## src/hw/qdq_defines.svh

```systemverilog
`ifndef QDQ_DEFINES_SVH
`define QDQ_DEFINES_SVH

// ----------------------------------------
// row geometry
// ----------------------------------------

// elements per row
`define QDQ_NUM_COL 4

// input and dequantized element width
`define QDQ_ELEM_W 16

// quantized element width
`define QDQ_Q_W 8

// right shift applied per row
`define QDQ_SHIFT_W 4

// ----------------------------------------
// storage
// ----------------------------------------

`define QDQ_NUM_ROW 8
`define QDQ_ROW_IDX_W 3

// input FIFO depth, also the initial output credit count
`define QDQ_FIFO_DEPTH 4

`endif

```

## src/hw/qdq_pkg.sv

```systemverilog
`default_nettype none

`include "qdq_defines.svh"

package qdq_pkg;

	typedef enum logic {
		MAT_X = 1'b0,
		MAT_W = 1'b1
	} qdq_mat_e;

	typedef logic [`QDQ_SHIFT_W-1:0] qdq_shift_t;
	typedef logic [`QDQ_ROW_IDX_W-1:0] qdq_row_idx_t;

	// matrix select on top of the row index
	typedef logic [`QDQ_ROW_IDX_W:0] qdq_word_idx_t;

	typedef struct packed {
		logic [`QDQ_NUM_COL-1:0][`QDQ_ELEM_W-1:0] elem;
		logic last;
		qdq_row_idx_t row_idx;
	} qdq_in_row_t;

	// what one memory word holds
	typedef struct packed {
		logic [`QDQ_NUM_COL-1:0][`QDQ_Q_W-1:0] elem;
		qdq_shift_t shift;
	} qdq_q_word_t;

	typedef struct packed {
		qdq_q_word_t word;
		qdq_mat_e mat;
		qdq_row_idx_t row_idx;
		logic last;
	} qdq_q_row_t;

	typedef struct packed {
		qdq_word_idx_t idx;
		qdq_q_word_t word;
	} qdq_sram_wr_t;

	typedef struct packed {
		qdq_mat_e mat;
		qdq_row_idx_t row_idx;
	} qdq_rd_req_t;

	typedef struct packed {
		logic [`QDQ_NUM_COL-1:0][`QDQ_ELEM_W-1:0] elem;
		qdq_mat_e mat;
		qdq_row_idx_t row_idx;
	} qdq_out_row_t;

endpackage

`default_nettype wire

```

## src/hw/qdq_row_fifo.sv

```systemverilog
`timescale 1ns/100ps
`default_nettype none

`include "qdq_defines.svh"

module qdq_row_fifo
	import qdq_pkg::*;
#(
	parameter type T = qdq_in_row_t
) (
	input wire clk,
	input wire rstnn,

	// credit side
	input wire i_valid,
	input wire T i_data,
	output logic o_credit,

	// valid/ready side
	output logic o_valid,
	output T o_data,
	input wire i_ready
);

	localparam int DEPTH = `QDQ_FIFO_DEPTH;
	localparam int PTR_W = $clog2(DEPTH);

	T mem [DEPTH];
	logic [PTR_W-1:0] wr_ptr;
	logic [PTR_W-1:0] rd_ptr;
	logic [PTR_W:0] count;
	logic push;
	logic pop;

	// sender only pushes while holding a credit
	assign push = i_valid;
	assign pop = o_valid & i_ready;

	assign o_valid = (count != '0);
	assign o_data = mem[rd_ptr];

	always_ff @(posedge clk) begin
		if (push) begin
			mem[wr_ptr] <= i_data;
		end
	end

	always_ff @(posedge clk or negedge rstnn) begin
		if (!rstnn) begin
			wr_ptr <= '0;
			rd_ptr <= '0;
			count <= '0;
			o_credit <= 1'b0;
		end else begin
			if (push) begin
				wr_ptr <= wr_ptr + 1'b1;
			end
			if (pop) begin
				rd_ptr <= rd_ptr + 1'b1;
			end
			case ({push, pop})
				2'b10: count <= count + 1'b1;
				2'b01: count <= count - 1'b1;
				default: count <= count;
			endcase
			// slot freed, hand the credit back
			o_credit <= pop;
		end
	end

	// a credit only comes back a cycle after the pop, so never full on push
	a_no_push_full: assert property (@(posedge clk) disable iff (!rstnn)
		push |-> (count != (PTR_W+1)'(DEPTH)));

endmodule

`default_nettype wire

```

## src/hw/qdq_row_quantizer.sv

```systemverilog
`timescale 1ns/100ps
`default_nettype none

`include "qdq_defines.svh"

module qdq_row_quantizer
	import qdq_pkg::*;
#(
	parameter qdq_mat_e MAT = MAT_X
) (
	input wire clk,
	input wire rstnn,

	input wire i_valid,
	input wire qdq_in_row_t i_row,
	output logic o_ready,

	output logic o_valid,
	output qdq_q_row_t o_row,
	input wire i_ready
);

	localparam int MAX_SHIFT = `QDQ_ELEM_W - `QDQ_Q_W;

	logic en;
	logic s1_valid;
	qdq_in_row_t s1_row;
	qdq_shift_t s1_shift;
	qdq_q_word_t q_word;

	// smallest shift that brings every element into 8-bit range
	function automatic qdq_shift_t find_shift(input qdq_in_row_t row);
		qdq_shift_t s;
		logic signed [`QDQ_ELEM_W-1:0] v;
		logic fits;
		s = qdq_shift_t'(MAX_SHIFT);
		for (int k = MAX_SHIFT; k >= 0; k--) begin
			fits = 1'b1;
			for (int c = 0; c < `QDQ_NUM_COL; c++) begin
				v = $signed(row.elem[c]) >>> k;
				if (v > 16'sd127 || v < -16'sd128) begin
					fits = 1'b0;
				end
			end
			if (fits) begin
				s = qdq_shift_t'(k);
			end
		end
		return s;
	endfunction

	// both stages move together, a stalled output holds stage one too
	assign en = !o_valid || i_ready;
	assign o_ready = en;

	always_comb begin
		logic signed [`QDQ_ELEM_W-1:0] t;
		q_word.shift = s1_shift;
		for (int c = 0; c < `QDQ_NUM_COL; c++) begin
			t = $signed(s1_row.elem[c]) >>> s1_shift;
			q_word.elem[c] = t[`QDQ_Q_W-1:0];
		end
	end

	always_ff @(posedge clk or negedge rstnn) begin
		if (!rstnn) begin
			s1_valid <= 1'b0;
			o_valid <= 1'b0;
		end else if (en) begin
			s1_valid <= i_valid;
			o_valid <= s1_valid;
		end
	end

	always_ff @(posedge clk) begin
		if (en) begin
			s1_row <= i_row;
			s1_shift <= find_shift(i_row);
			o_row.word <= q_word;
			o_row.mat <= MAT;
			o_row.row_idx <= s1_row.row_idx;
			o_row.last <= s1_row.last;
		end
	end

	a_shift_range: assert property (@(posedge clk) disable iff (!rstnn)
		o_valid |-> (o_row.word.shift <= qdq_shift_t'(MAX_SHIFT)));

endmodule

`default_nettype wire

```

## src/hw/qdq_store_arbiter.sv

```systemverilog
`timescale 1ns/100ps
`default_nettype none

`include "qdq_defines.svh"

module qdq_store_arbiter
	import qdq_pkg::*;
(
	input wire clk,
	input wire rstnn,

	input wire i_x_valid,
	input wire qdq_q_row_t i_x_row,
	output logic o_x_ready,

	input wire i_w_valid,
	input wire qdq_q_row_t i_w_row,
	output logic o_w_ready,

	output logic o_wr_en,
	output qdq_sram_wr_t o_wr,
	output logic [1:0] o_stored
);

	typedef enum logic [1:0] {
		GRANT_NONE,
		GRANT_X,
		GRANT_W
	} grant_e;

	grant_e grant_q;
	grant_e grant;
	logic acc;
	qdq_q_row_t acc_row;
	logic wr_last;

	// ----------------------------------------
	// grant
	// ----------------------------------------

	// X wins when both show up with no grant held
	always_comb begin
		grant = grant_q;
		if (grant_q == GRANT_NONE) begin
			if (i_x_valid) begin
				grant = GRANT_X;
			end else if (i_w_valid) begin
				grant = GRANT_W;
			end
		end
	end

	assign o_x_ready = (grant == GRANT_X);
	assign o_w_ready = (grant == GRANT_W);

	assign acc = (i_x_valid & o_x_ready) | (i_w_valid & o_w_ready);
	assign acc_row = o_x_ready ? i_x_row : i_w_row;

	always_ff @(posedge clk or negedge rstnn) begin
		if (!rstnn) begin
			grant_q <= GRANT_NONE;
		end else if (acc && acc_row.last) begin
			grant_q <= GRANT_NONE;
		end else begin
			grant_q <= grant;
		end
	end

	// ----------------------------------------
	// write port
	// ----------------------------------------

	always_ff @(posedge clk or negedge rstnn) begin
		if (!rstnn) begin
			o_wr_en <= 1'b0;
			wr_last <= 1'b0;
			o_stored <= 2'b00;
		end else begin
			o_wr_en <= acc;
			wr_last <= acc & acc_row.last;
			// top index bit is the matrix
			o_stored[0] <= wr_last & (o_wr.idx[`QDQ_ROW_IDX_W] == MAT_X);
			o_stored[1] <= wr_last & (o_wr.idx[`QDQ_ROW_IDX_W] == MAT_W);
		end
	end

	always_ff @(posedge clk) begin
		if (acc) begin
			o_wr.idx <= {acc_row.mat, acc_row.row_idx};
			o_wr.word <= acc_row.word;
		end
	end

	a_one_ready: assert property (@(posedge clk) disable iff (!rstnn)
		!(o_x_ready && o_w_ready));

endmodule

`default_nettype wire

```

## src/hw/qdq_row_sram.sv

```systemverilog
`timescale 1ns/100ps
`default_nettype none

`include "qdq_defines.svh"

module qdq_row_sram
	import qdq_pkg::*;
(
	input wire clk,
	input wire rstnn,

	input wire i_wr_en,
	input wire qdq_sram_wr_t i_wr,

	input wire i_rd_en,
	input wire qdq_word_idx_t i_rd_idx,
	output logic o_rd_valid,
	output qdq_q_word_t o_rd_word
);

	// X rows in the lower half, W rows in the upper half
	localparam int NUM_WORD = 2 * `QDQ_NUM_ROW;

	qdq_q_word_t mem [NUM_WORD];

	always_ff @(posedge clk) begin
		if (i_wr_en) begin
			mem[i_wr.idx] <= i_wr.word;
		end
		if (i_rd_en) begin
			o_rd_word <= mem[i_rd_idx];
		end
	end

	always_ff @(posedge clk or negedge rstnn) begin
		if (!rstnn) begin
			o_rd_valid <= 1'b0;
		end else begin
			o_rd_valid <= i_rd_en;
		end
	end

endmodule

`default_nettype wire

```

## src/hw/qdq_row_dequantizer.sv

```systemverilog
`timescale 1ns/100ps
`default_nettype none

`include "qdq_defines.svh"

module qdq_row_dequantizer
	import qdq_pkg::*;
(
	input wire clk,
	input wire rstnn,

	input wire i_rq_valid,
	input wire qdq_rd_req_t i_rq,
	output logic o_rq_ready,

	output logic o_rd_en,
	output qdq_word_idx_t o_rd_idx,
	input wire i_rd_valid,
	input wire qdq_q_word_t i_rd_word,

	input wire i_out_credit,
	output logic o_out_valid,
	output qdq_out_row_t o_out_row
);

	localparam int DEPTH = `QDQ_FIFO_DEPTH;
	localparam int CNT_W = $clog2(DEPTH + 1);

	logic [CNT_W-1:0] credit_cnt;
	logic pop;
	qdq_rd_req_t rq_q;
	qdq_out_row_t deq;

	// credit is spent at pop, so rows in flight are already counted
	assign o_rq_ready = (credit_cnt != '0);
	assign pop = i_rq_valid & o_rq_ready;

	assign o_rd_en = pop;
	assign o_rd_idx = {i_rq.mat, i_rq.row_idx};

	always_ff @(posedge clk or negedge rstnn) begin
		if (!rstnn) begin
			credit_cnt <= CNT_W'(DEPTH);
		end else begin
			case ({pop, i_out_credit})
				2'b10: credit_cnt <= credit_cnt - 1'b1;
				2'b01: credit_cnt <= credit_cnt + 1'b1;
				default: credit_cnt <= credit_cnt;
			endcase
		end
	end

	// sign extend then scale back up
	always_comb begin
		logic signed [`QDQ_ELEM_W-1:0] ext;
		deq.mat = rq_q.mat;
		deq.row_idx = rq_q.row_idx;
		for (int c = 0; c < `QDQ_NUM_COL; c++) begin
			ext = {{(`QDQ_ELEM_W - `QDQ_Q_W){i_rd_word.elem[c][`QDQ_Q_W-1]}},
				i_rd_word.elem[c]};
			deq.elem[c] = ext << i_rd_word.shift;
		end
	end

	always_ff @(posedge clk) begin
		if (pop) begin
			rq_q <= i_rq;
		end
		if (i_rd_valid) begin
			o_out_row <= deq;
		end
	end

	always_ff @(posedge clk or negedge rstnn) begin
		if (!rstnn) begin
			o_out_valid <= 1'b0;
		end else begin
			o_out_valid <= i_rd_valid;
		end
	end

	// consumer never hands back more than it was given
	a_credit_bound: assert property (@(posedge clk) disable iff (!rstnn)
		i_out_credit |-> (credit_cnt < CNT_W'(DEPTH)));

endmodule

`default_nettype wire

```

## src/hw/qdq_top.sv

```systemverilog
`timescale 1ns/100ps
`default_nettype none

module qdq_top
	import qdq_pkg::*;
(
	input wire clk,
	input wire rstnn,

	input wire i_x_valid,
	input wire qdq_in_row_t i_x_row,
	output logic o_x_credit,

	input wire i_w_valid,
	input wire qdq_in_row_t i_w_row,
	output logic o_w_credit,

	input wire i_rq_valid,
	input wire qdq_rd_req_t i_rq,
	output logic o_rq_credit,

	output logic o_out_valid,
	output qdq_out_row_t o_out_row,
	input wire i_out_credit,

	output logic [1:0] o_stored
);

	logic x_f_valid;
	logic x_f_ready;
	qdq_in_row_t x_f_row;
	logic w_f_valid;
	logic w_f_ready;
	qdq_in_row_t w_f_row;

	logic x_q_valid;
	logic x_q_ready;
	qdq_q_row_t x_q_row;
	logic w_q_valid;
	logic w_q_ready;
	qdq_q_row_t w_q_row;

	logic wr_en;
	qdq_sram_wr_t wr;

	logic rq_f_valid;
	logic rq_f_ready;
	qdq_rd_req_t rq_f;
	logic rd_en;
	qdq_word_idx_t rd_idx;
	logic rd_valid;
	qdq_q_word_t rd_word;

	// ----------------------------------------
	// store path
	// ----------------------------------------

	qdq_row_fifo #(.T(qdq_in_row_t)) u_x_fifo (
		.clk(clk), .rstnn(rstnn),
		.i_valid(i_x_valid), .i_data(i_x_row), .o_credit(o_x_credit),
		.o_valid(x_f_valid), .o_data(x_f_row), .i_ready(x_f_ready)
	);

	qdq_row_fifo #(.T(qdq_in_row_t)) u_w_fifo (
		.clk(clk), .rstnn(rstnn),
		.i_valid(i_w_valid), .i_data(i_w_row), .o_credit(o_w_credit),
		.o_valid(w_f_valid), .o_data(w_f_row), .i_ready(w_f_ready)
	);

	qdq_row_quantizer #(.MAT(MAT_X)) u_x_quant (
		.clk(clk), .rstnn(rstnn),
		.i_valid(x_f_valid), .i_row(x_f_row), .o_ready(x_f_ready),
		.o_valid(x_q_valid), .o_row(x_q_row), .i_ready(x_q_ready)
	);

	qdq_row_quantizer #(.MAT(MAT_W)) u_w_quant (
		.clk(clk), .rstnn(rstnn),
		.i_valid(w_f_valid), .i_row(w_f_row), .o_ready(w_f_ready),
		.o_valid(w_q_valid), .o_row(w_q_row), .i_ready(w_q_ready)
	);

	qdq_store_arbiter u_arbiter (
		.clk(clk), .rstnn(rstnn),
		.i_x_valid(x_q_valid), .i_x_row(x_q_row), .o_x_ready(x_q_ready),
		.i_w_valid(w_q_valid), .i_w_row(w_q_row), .o_w_ready(w_q_ready),
		.o_wr_en(wr_en), .o_wr(wr), .o_stored(o_stored)
	);

	qdq_row_sram u_sram (
		.clk(clk), .rstnn(rstnn),
		.i_wr_en(wr_en), .i_wr(wr),
		.i_rd_en(rd_en), .i_rd_idx(rd_idx),
		.o_rd_valid(rd_valid), .o_rd_word(rd_word)
	);

	// ----------------------------------------
	// read path
	// ----------------------------------------

	qdq_row_fifo #(.T(qdq_rd_req_t)) u_rq_fifo (
		.clk(clk), .rstnn(rstnn),
		.i_valid(i_rq_valid), .i_data(i_rq), .o_credit(o_rq_credit),
		.o_valid(rq_f_valid), .o_data(rq_f), .i_ready(rq_f_ready)
	);

	qdq_row_dequantizer u_dequant (
		.clk(clk), .rstnn(rstnn),
		.i_rq_valid(rq_f_valid), .i_rq(rq_f), .o_rq_ready(rq_f_ready),
		.o_rd_en(rd_en), .o_rd_idx(rd_idx),
		.i_rd_valid(rd_valid), .i_rd_word(rd_word),
		.i_out_credit(i_out_credit), .o_out_valid(o_out_valid), .o_out_row(o_out_row)
	);

endmodule

`default_nettype wire

```

## config.mk

```make
export PLATFORM = sky130hd
export DESIGN_NAME = qdq_top
export DESIGN_NICKNAME = d
export VERILOG_FILES = /design/src/hw/qdq_pkg.sv /design/src/hw/qdq_row_fifo.sv /design/src/hw/qdq_row_quantizer.sv /design/src/hw/qdq_store_arbiter.sv /design/src/hw/qdq_row_sram.sv /design/src/hw/qdq_row_dequantizer.sv /design/src/hw/qdq_top.sv
export VERILOG_INCLUDE_DIRS = /design/src /design/src/hw
export SDC_FILE = /design/constraint.sdc
export NUM_CORES = 2
export LEC_CHECK = 0
export BUFFER_PORTS_ARGS = -buffer_cell sky130_fd_sc_hd__buf_2
export CORE_ASPECT_RATIO = 0.6
export CORE_MARGIN = 2
export CORE_UTILIZATION = 35
export CTS_CLUSTER_SIZE = 14
export DETAILED_ROUTE_END_ITERATION = 8
export GPL_TIMING_DRIVEN = 0
export HOLD_SLACK_MARGIN = 0.05
export SLEW_MARGIN = 20
export SYNTH_ARGS = -nofsm -noshare
export SYNTH_HDL_FRONTEND = slang
export SYNTH_SLANG_ARGS = --single-unit
```

## constraint.sdc

```tcl
create_clock -name clk -period 16.5 [get_ports clk]
set_input_delay 1.65 -clock clk [delete_from_list [all_inputs] [get_ports clk]]
set_output_delay 1.65 -clock clk [all_outputs]
set_load 0.01 [all_outputs]
```

==> results.md <==
- Switching share of power: 0.348
- Period Utilization, post-route: 0.272
- Total routing resource utilization after global routing: 0.173
- Antenna violations before repair: 34
- Arrival time worst endpoint: 4.95 ns
- Count of filler cells inserted in the layout: 15482
- Number of antenna-violating nets in the routed design: 0
- Result of the run: finished clean
- Dominant cells by area after synthesis: sky130_fd_sc_hd__edfxtp_1 (73%), sky130_fd_sc_hd__mux4_2 (14%), sky130_fd_sc_hd__mux2i_1 (1.5%)
- Cts repair resizes: 0
- Yosys top cell area share: 0.728
- Post-Place Worst Slack: 12.05 ns
- Setup crit start kind: register
- Post-synthesis compound-gate area fraction: 0.0279
- Critical-path top delay cell: sky130_fd_sc_hd__clkbuf_1
- Total leakage power: 23.7 nW
- Part of the total power dissipated in combinational logic: 0.355
- Worst skew pair latency: 0.82 ns
- Worst IR drop on VDD: 0.104 mV
- Sequential-to-total area share from yosys stat: 0.743
- Critical register-to-register path endpoint: u_sram.o_rd_word[5]$_DFFE_PP_
- Yosys warnings: 0
- Total die area: 181000 µm²
- Mean instance size in the synthesized netlist: 20.2 µm²
- Capture endpoint of the worst hold path: u_x_quant.o_row[2]$_DFFE_PN_
- Largest net degree at the start of global routing: 61
- Max Clock Skew: 0.0780 ns
- Int Power: 10.1 mW
- Most frequently used flop master after synthesis: sky130_fd_sc_hd__edfxtp_1
- Part of the total power dissipated in sequential elements: 0.430
- Reg2Reg Launch Point: u_rq_fifo.rd_ptr[0]$_DFFE_PN0P_
- Port Buf Inserts: 219
- Worst slew slack as a fraction of its limit: 0.294
- Root buffer cell: sky130_fd_sc_hd__clkbuf_16
- Initial cell density of the core: 0.353
- Count of TritonRoute iterations in the first routing pass: 6
- Number of remaining DRC errors: 0
- Parity-gate share of the synthesized area counting xor and xnor cells: 0.00465
- Worst-path maximum fanout: 10
- Async S/R FF share, synth: 0.0246
- Share of synthesized cell area in and, or, nand and nor gates: 0.0330
- Number of enable flip-flop cells after synthesis: 1508
- Number of max-cap violations: 0
- Share of cells above drive strength 1: 0.282
- Wire length of the first global-routing pass: 228 mm
- Combinational family with the most area after synthesis: multiplexers
- Achievable Freq: 0.223 GHz
- Core Rows: 119
- Die boundary width: 548 µm
- Path type of the worst setup path: reg2reg
- Crit path max-delay family: buffers and inverters
- Cells along the critical path: clkbuf_1 -> mux4_2 -> clkbuf_1 -> clkbuf_1 -> clkbuf_1 -> mux4_2 -> mux4_2
- Clock Pin Slew Worst Setup and Hold Paths: 0.06 ns
- Number of buffers on the longest clock path: 4
- Worst Hold Launch: u_x_quant.s1_row[1]$_DFFE_PN_
- Hold Path Depth: 0
- Number of ports placed on the die boundary: 220
- Number of global-route vias before repair: 32020
- Residual overflow from global routing: 0
- Routed WL: 157 mm
- Kind of path behind the tightest hold check: reg2reg
- Number of hold violations in the final report: 0
- Reg-to-reg setup timing slack: 12.02 ns
- Clock sink total: 1546
- Mapped Nets: 3243
- Worst Slack Setup Final: 12.02 ns
- Category of the worst setup path capture point: register
- Count of vias placed by the detailed router: 32051
- Layout Cell Area excl Fill: 72400 µm²
- Register bit total from synthesis: 1546
- Number of hold-repair buffers added at the cts stage: 0
- Yosys cell types: 63
- Number of buffers inserted to repair setup after CTS: 0
- Deepest level of the CTS H-tree: 4
- Vertical die dimension: 331 µm
- TritonCTS clock tree: built
- Cell type with the highest occurrence count on the critical path: sky130_fd_sc_hd__clkbuf_1
- Setup-failing EPs final: 0
- Setup repair after global routing missed its margin: no
- GP Congestion: 0.937
- Post-synthesis adder-cell area fraction: 0.00451
- Crit path required time: 16.97 ns
- Post-place instance area: 67700 µm²
- Synthesized netlist cell count: 3077
- Detailed-route vias per instance: 5.35
- NetSw: 5.41 mW
- Transition time at the pin with the least slew margin: 1.06 ns
- Worst R2R Path Depth: 7
- Clock network power share: 0.214
- Cell type with the largest total area after synthesis: sky130_fd_sc_hd__edfxtp_1
- Pwr dens: 215 nW/µm²
- Core area: 176000 µm²
- Final Power: 15.6 mW
- Min Tclk post-route: 4.48 ns
- Avg WL per Cell: 26.2 µm
- Drt first-iter violations: 3590
- Total buffers and inverters traversed by the critical path: 4
- Area overhead of the layout relative to synthesis: 16.4%
- Multiplexer area fraction after synthesis: 0.173
- Synthesized cell area: 62200 µm²
- Highest cell delay on the worst timing path: 0.83 ns
- Post-detail-place hpwl: 110 mm
- Final layout net count: 3687
- TritonCTS buffer count: 155
- Final count of pins violating max slew: 0
==> logic make-up (layout without fill, tap and decap cells) <==
group	Yosys count	after routing
xor+xnor	33	33
fa+ha+maj	20	20
other cells	0	3
compound gates	293	293
flops	1546	1546
simple gates	414	414
buf+inv	209	758
mux	562	562
==> registers in the layout, summed over array words and instances, names as in the netlist, 40 cells and up <==
signal and count:
u_arbiter.o_wr 40, u_dequant.o_out_row 68, u_sram.mem 576, u_w_fifo.mem 272, u_w_quant.o_row 40, u_w_quant.s1_row 68
u_x_fifo.mem 272, u_x_quant.o_row 40, u_x_quant.s1_row 68
==> worst register-to-register path: cells and delay by family, from the launching register on <==
kind,cells,cell delay [ns]
buffers and inverters,4,2.59
flip-flops,1,0.32
multiplexers,3,1.30
==> area by class of cell <==
type | instances | area (µm²) | area share
Antenna cell | 3 | 7.51 | 0.000104
Buffer | 172 | 726 | 0.0100
Clock buffer | 206 | 4220 | 0.0582
Clock inverter | 56 | 473 | 0.00653
Inverter | 37 | 141 | 0.00195
Multi-Input combinational cell | 1322 | 15300 | 0.211
Sequential cell | 1546 | 46200 | 0.639
Tap cell | 2359 | 2950 | 0.0408
Timing Repair Buffer | 287 | 2400 | 0.0331
==> stage by stage <==
step	cells	TNS (ns)	hold WS [ns]	utilization
after floorplan	3077	0	0.400	-
after global placement	5655	-0.876	0.402	0.376
after detailed placement	5723	0	0.405	0.385
after CTS	5985	0	0.419	0.411
after global routing	5987	0	0.427	0.411
final	5988	0	0.418	0.411
==> power by group through the flow <==
stage               logic (mW)  registers (mW)  clock network (mW)
finish                    5.53            6.69                3.34
global route              5.90            6.80                3.57
CTS                       5.53            6.69                3.42
detailed placement        5.51            6.77                   0
global placement          5.21            6.94                   0
floorplan                 3.42            6.56                   0
==> synthesized netlist by cell type, types with 3 or more instances <==
library cell / instances
sky130_fd_sc_hd__nand2b_1: 5
sky130_fd_sc_hd__xor2_1: 16
sky130_fd_sc_hd__and4_1: 5
sky130_fd_sc_hd__nand3b_1: 9
sky130_fd_sc_hd__a31oi_1: 21
sky130_fd_sc_hd__and2_1: 31
sky130_fd_sc_hd__o21ai_0: 66
sky130_fd_sc_hd__a211o_1: 5
sky130_fd_sc_hd__xnor2_1: 17
sky130_fd_sc_hd__a21oi_1: 112
sky130_fd_sc_hd__nand2_1: 100
sky130_fd_sc_hd__nor3_1: 24
sky130_fd_sc_hd__nor4_1: 4
sky130_fd_sc_hd__ha_1: 16
sky130_fd_sc_hd__mux4_2: 398
sky130_fd_sc_hd__or3_1: 4
sky130_fd_sc_hd__fa_1: 4
sky130_fd_sc_hd__buf_1: 34
sky130_fd_sc_hd__mux2i_1: 93
sky130_fd_sc_hd__edfxtp_1: 1508
sky130_fd_sc_hd__nor2b_1: 57
sky130_fd_sc_hd__a211oi_1: 40
sky130_fd_sc_hd__a22oi_1: 4
sky130_fd_sc_hd__o211ai_1: 9
sky130_fd_sc_hd__inv_1: 37
sky130_fd_sc_hd__nand3_1: 14
sky130_fd_sc_hd__nand4_1: 10
sky130_fd_sc_hd__o22ai_1: 13
sky130_fd_sc_hd__mux4_1: 4
sky130_fd_sc_hd__nor2_1: 121
sky130_fd_sc_hd__clkbuf_1: 114
sky130_fd_sc_hd__dfrtp_1: 37
sky130_fd_sc_hd__or2_2: 3
sky130_fd_sc_hd__and3_1: 14
sky130_fd_sc_hd__buf_2: 18
sky130_fd_sc_hd__mux2_2: 67
sky130_fd_sc_hd__buf_6: 3
sky130_fd_sc_hd__o31ai_1: 6
==> worst max-delay path by stage <==
| stage | start | to | slack, ns | cells past startpoint |
|---|---|---|---|---|
| 2_1_floorplan | u_x_quant.o_valid$_DFFE_PN0N_ | u_w_fifo.count[2]$_DFFE_PN0P_ | 5.54 | 11 |
| 3_3_place_gp | u_x_quant.o_valid$_DFFE_PN0N_ | u_w_fifo.count[2]$_DFFE_PN0P_ | -0.55 | 11 |
| 3_5_place_dp | u_rq_fifo.rd_ptr[0]$_DFFE_PN0P_ | u_sram.o_rd_word[9]$_DFFE_PP_ | 12.05 | 7 |
| 4_1_cts | u_rq_fifo.rd_ptr[0]$_DFFE_PN0P_ | u_sram.o_rd_word[9]$_DFFE_PP_ | 12.06 | 7 |
| 5_1_grt | u_rq_fifo.rd_ptr[0]$_DFFE_PN0P_ | u_sram.o_rd_word[5]$_DFFE_PP_ | 11.96 | 7 |
| 6_report | u_rq_fifo.rd_ptr[0]$_DFFE_PN0P_ | u_sram.o_rd_word[5]$_DFFE_PP_ | 12.02 | 7 |
==> cell usage in the layout (no fill, tap or decap), drive strengths merged, types with 17 or more instances in the layout <==
cell type and instances:
inv 44, xnor2 17, and2 32, buf 340, mux2i 93, dfrtp 37, edfxtp 1508, a21oi 112
clkbuf 325, a31oi 21, mux4 402, nor3 24, nor2 122, mux2 67, clkinv 41, o21ai 67
a211oi 40, nand2 100, nor2b 57
==> routing by layer <==
metal | global-route usage | vias up | share of wire
met2 | 0.248 | 1392 | 0.43
met1 | 0.257 | 16827 | 0.45
li1 | - | 13572 | -
met3 | 0.0551 | 238 | 0.097
met5 | 0 | - | 0.00081
met4 | 0.0351 | 22 | 0.018
No activity file was read; power rests on OpenSTA's default activity.
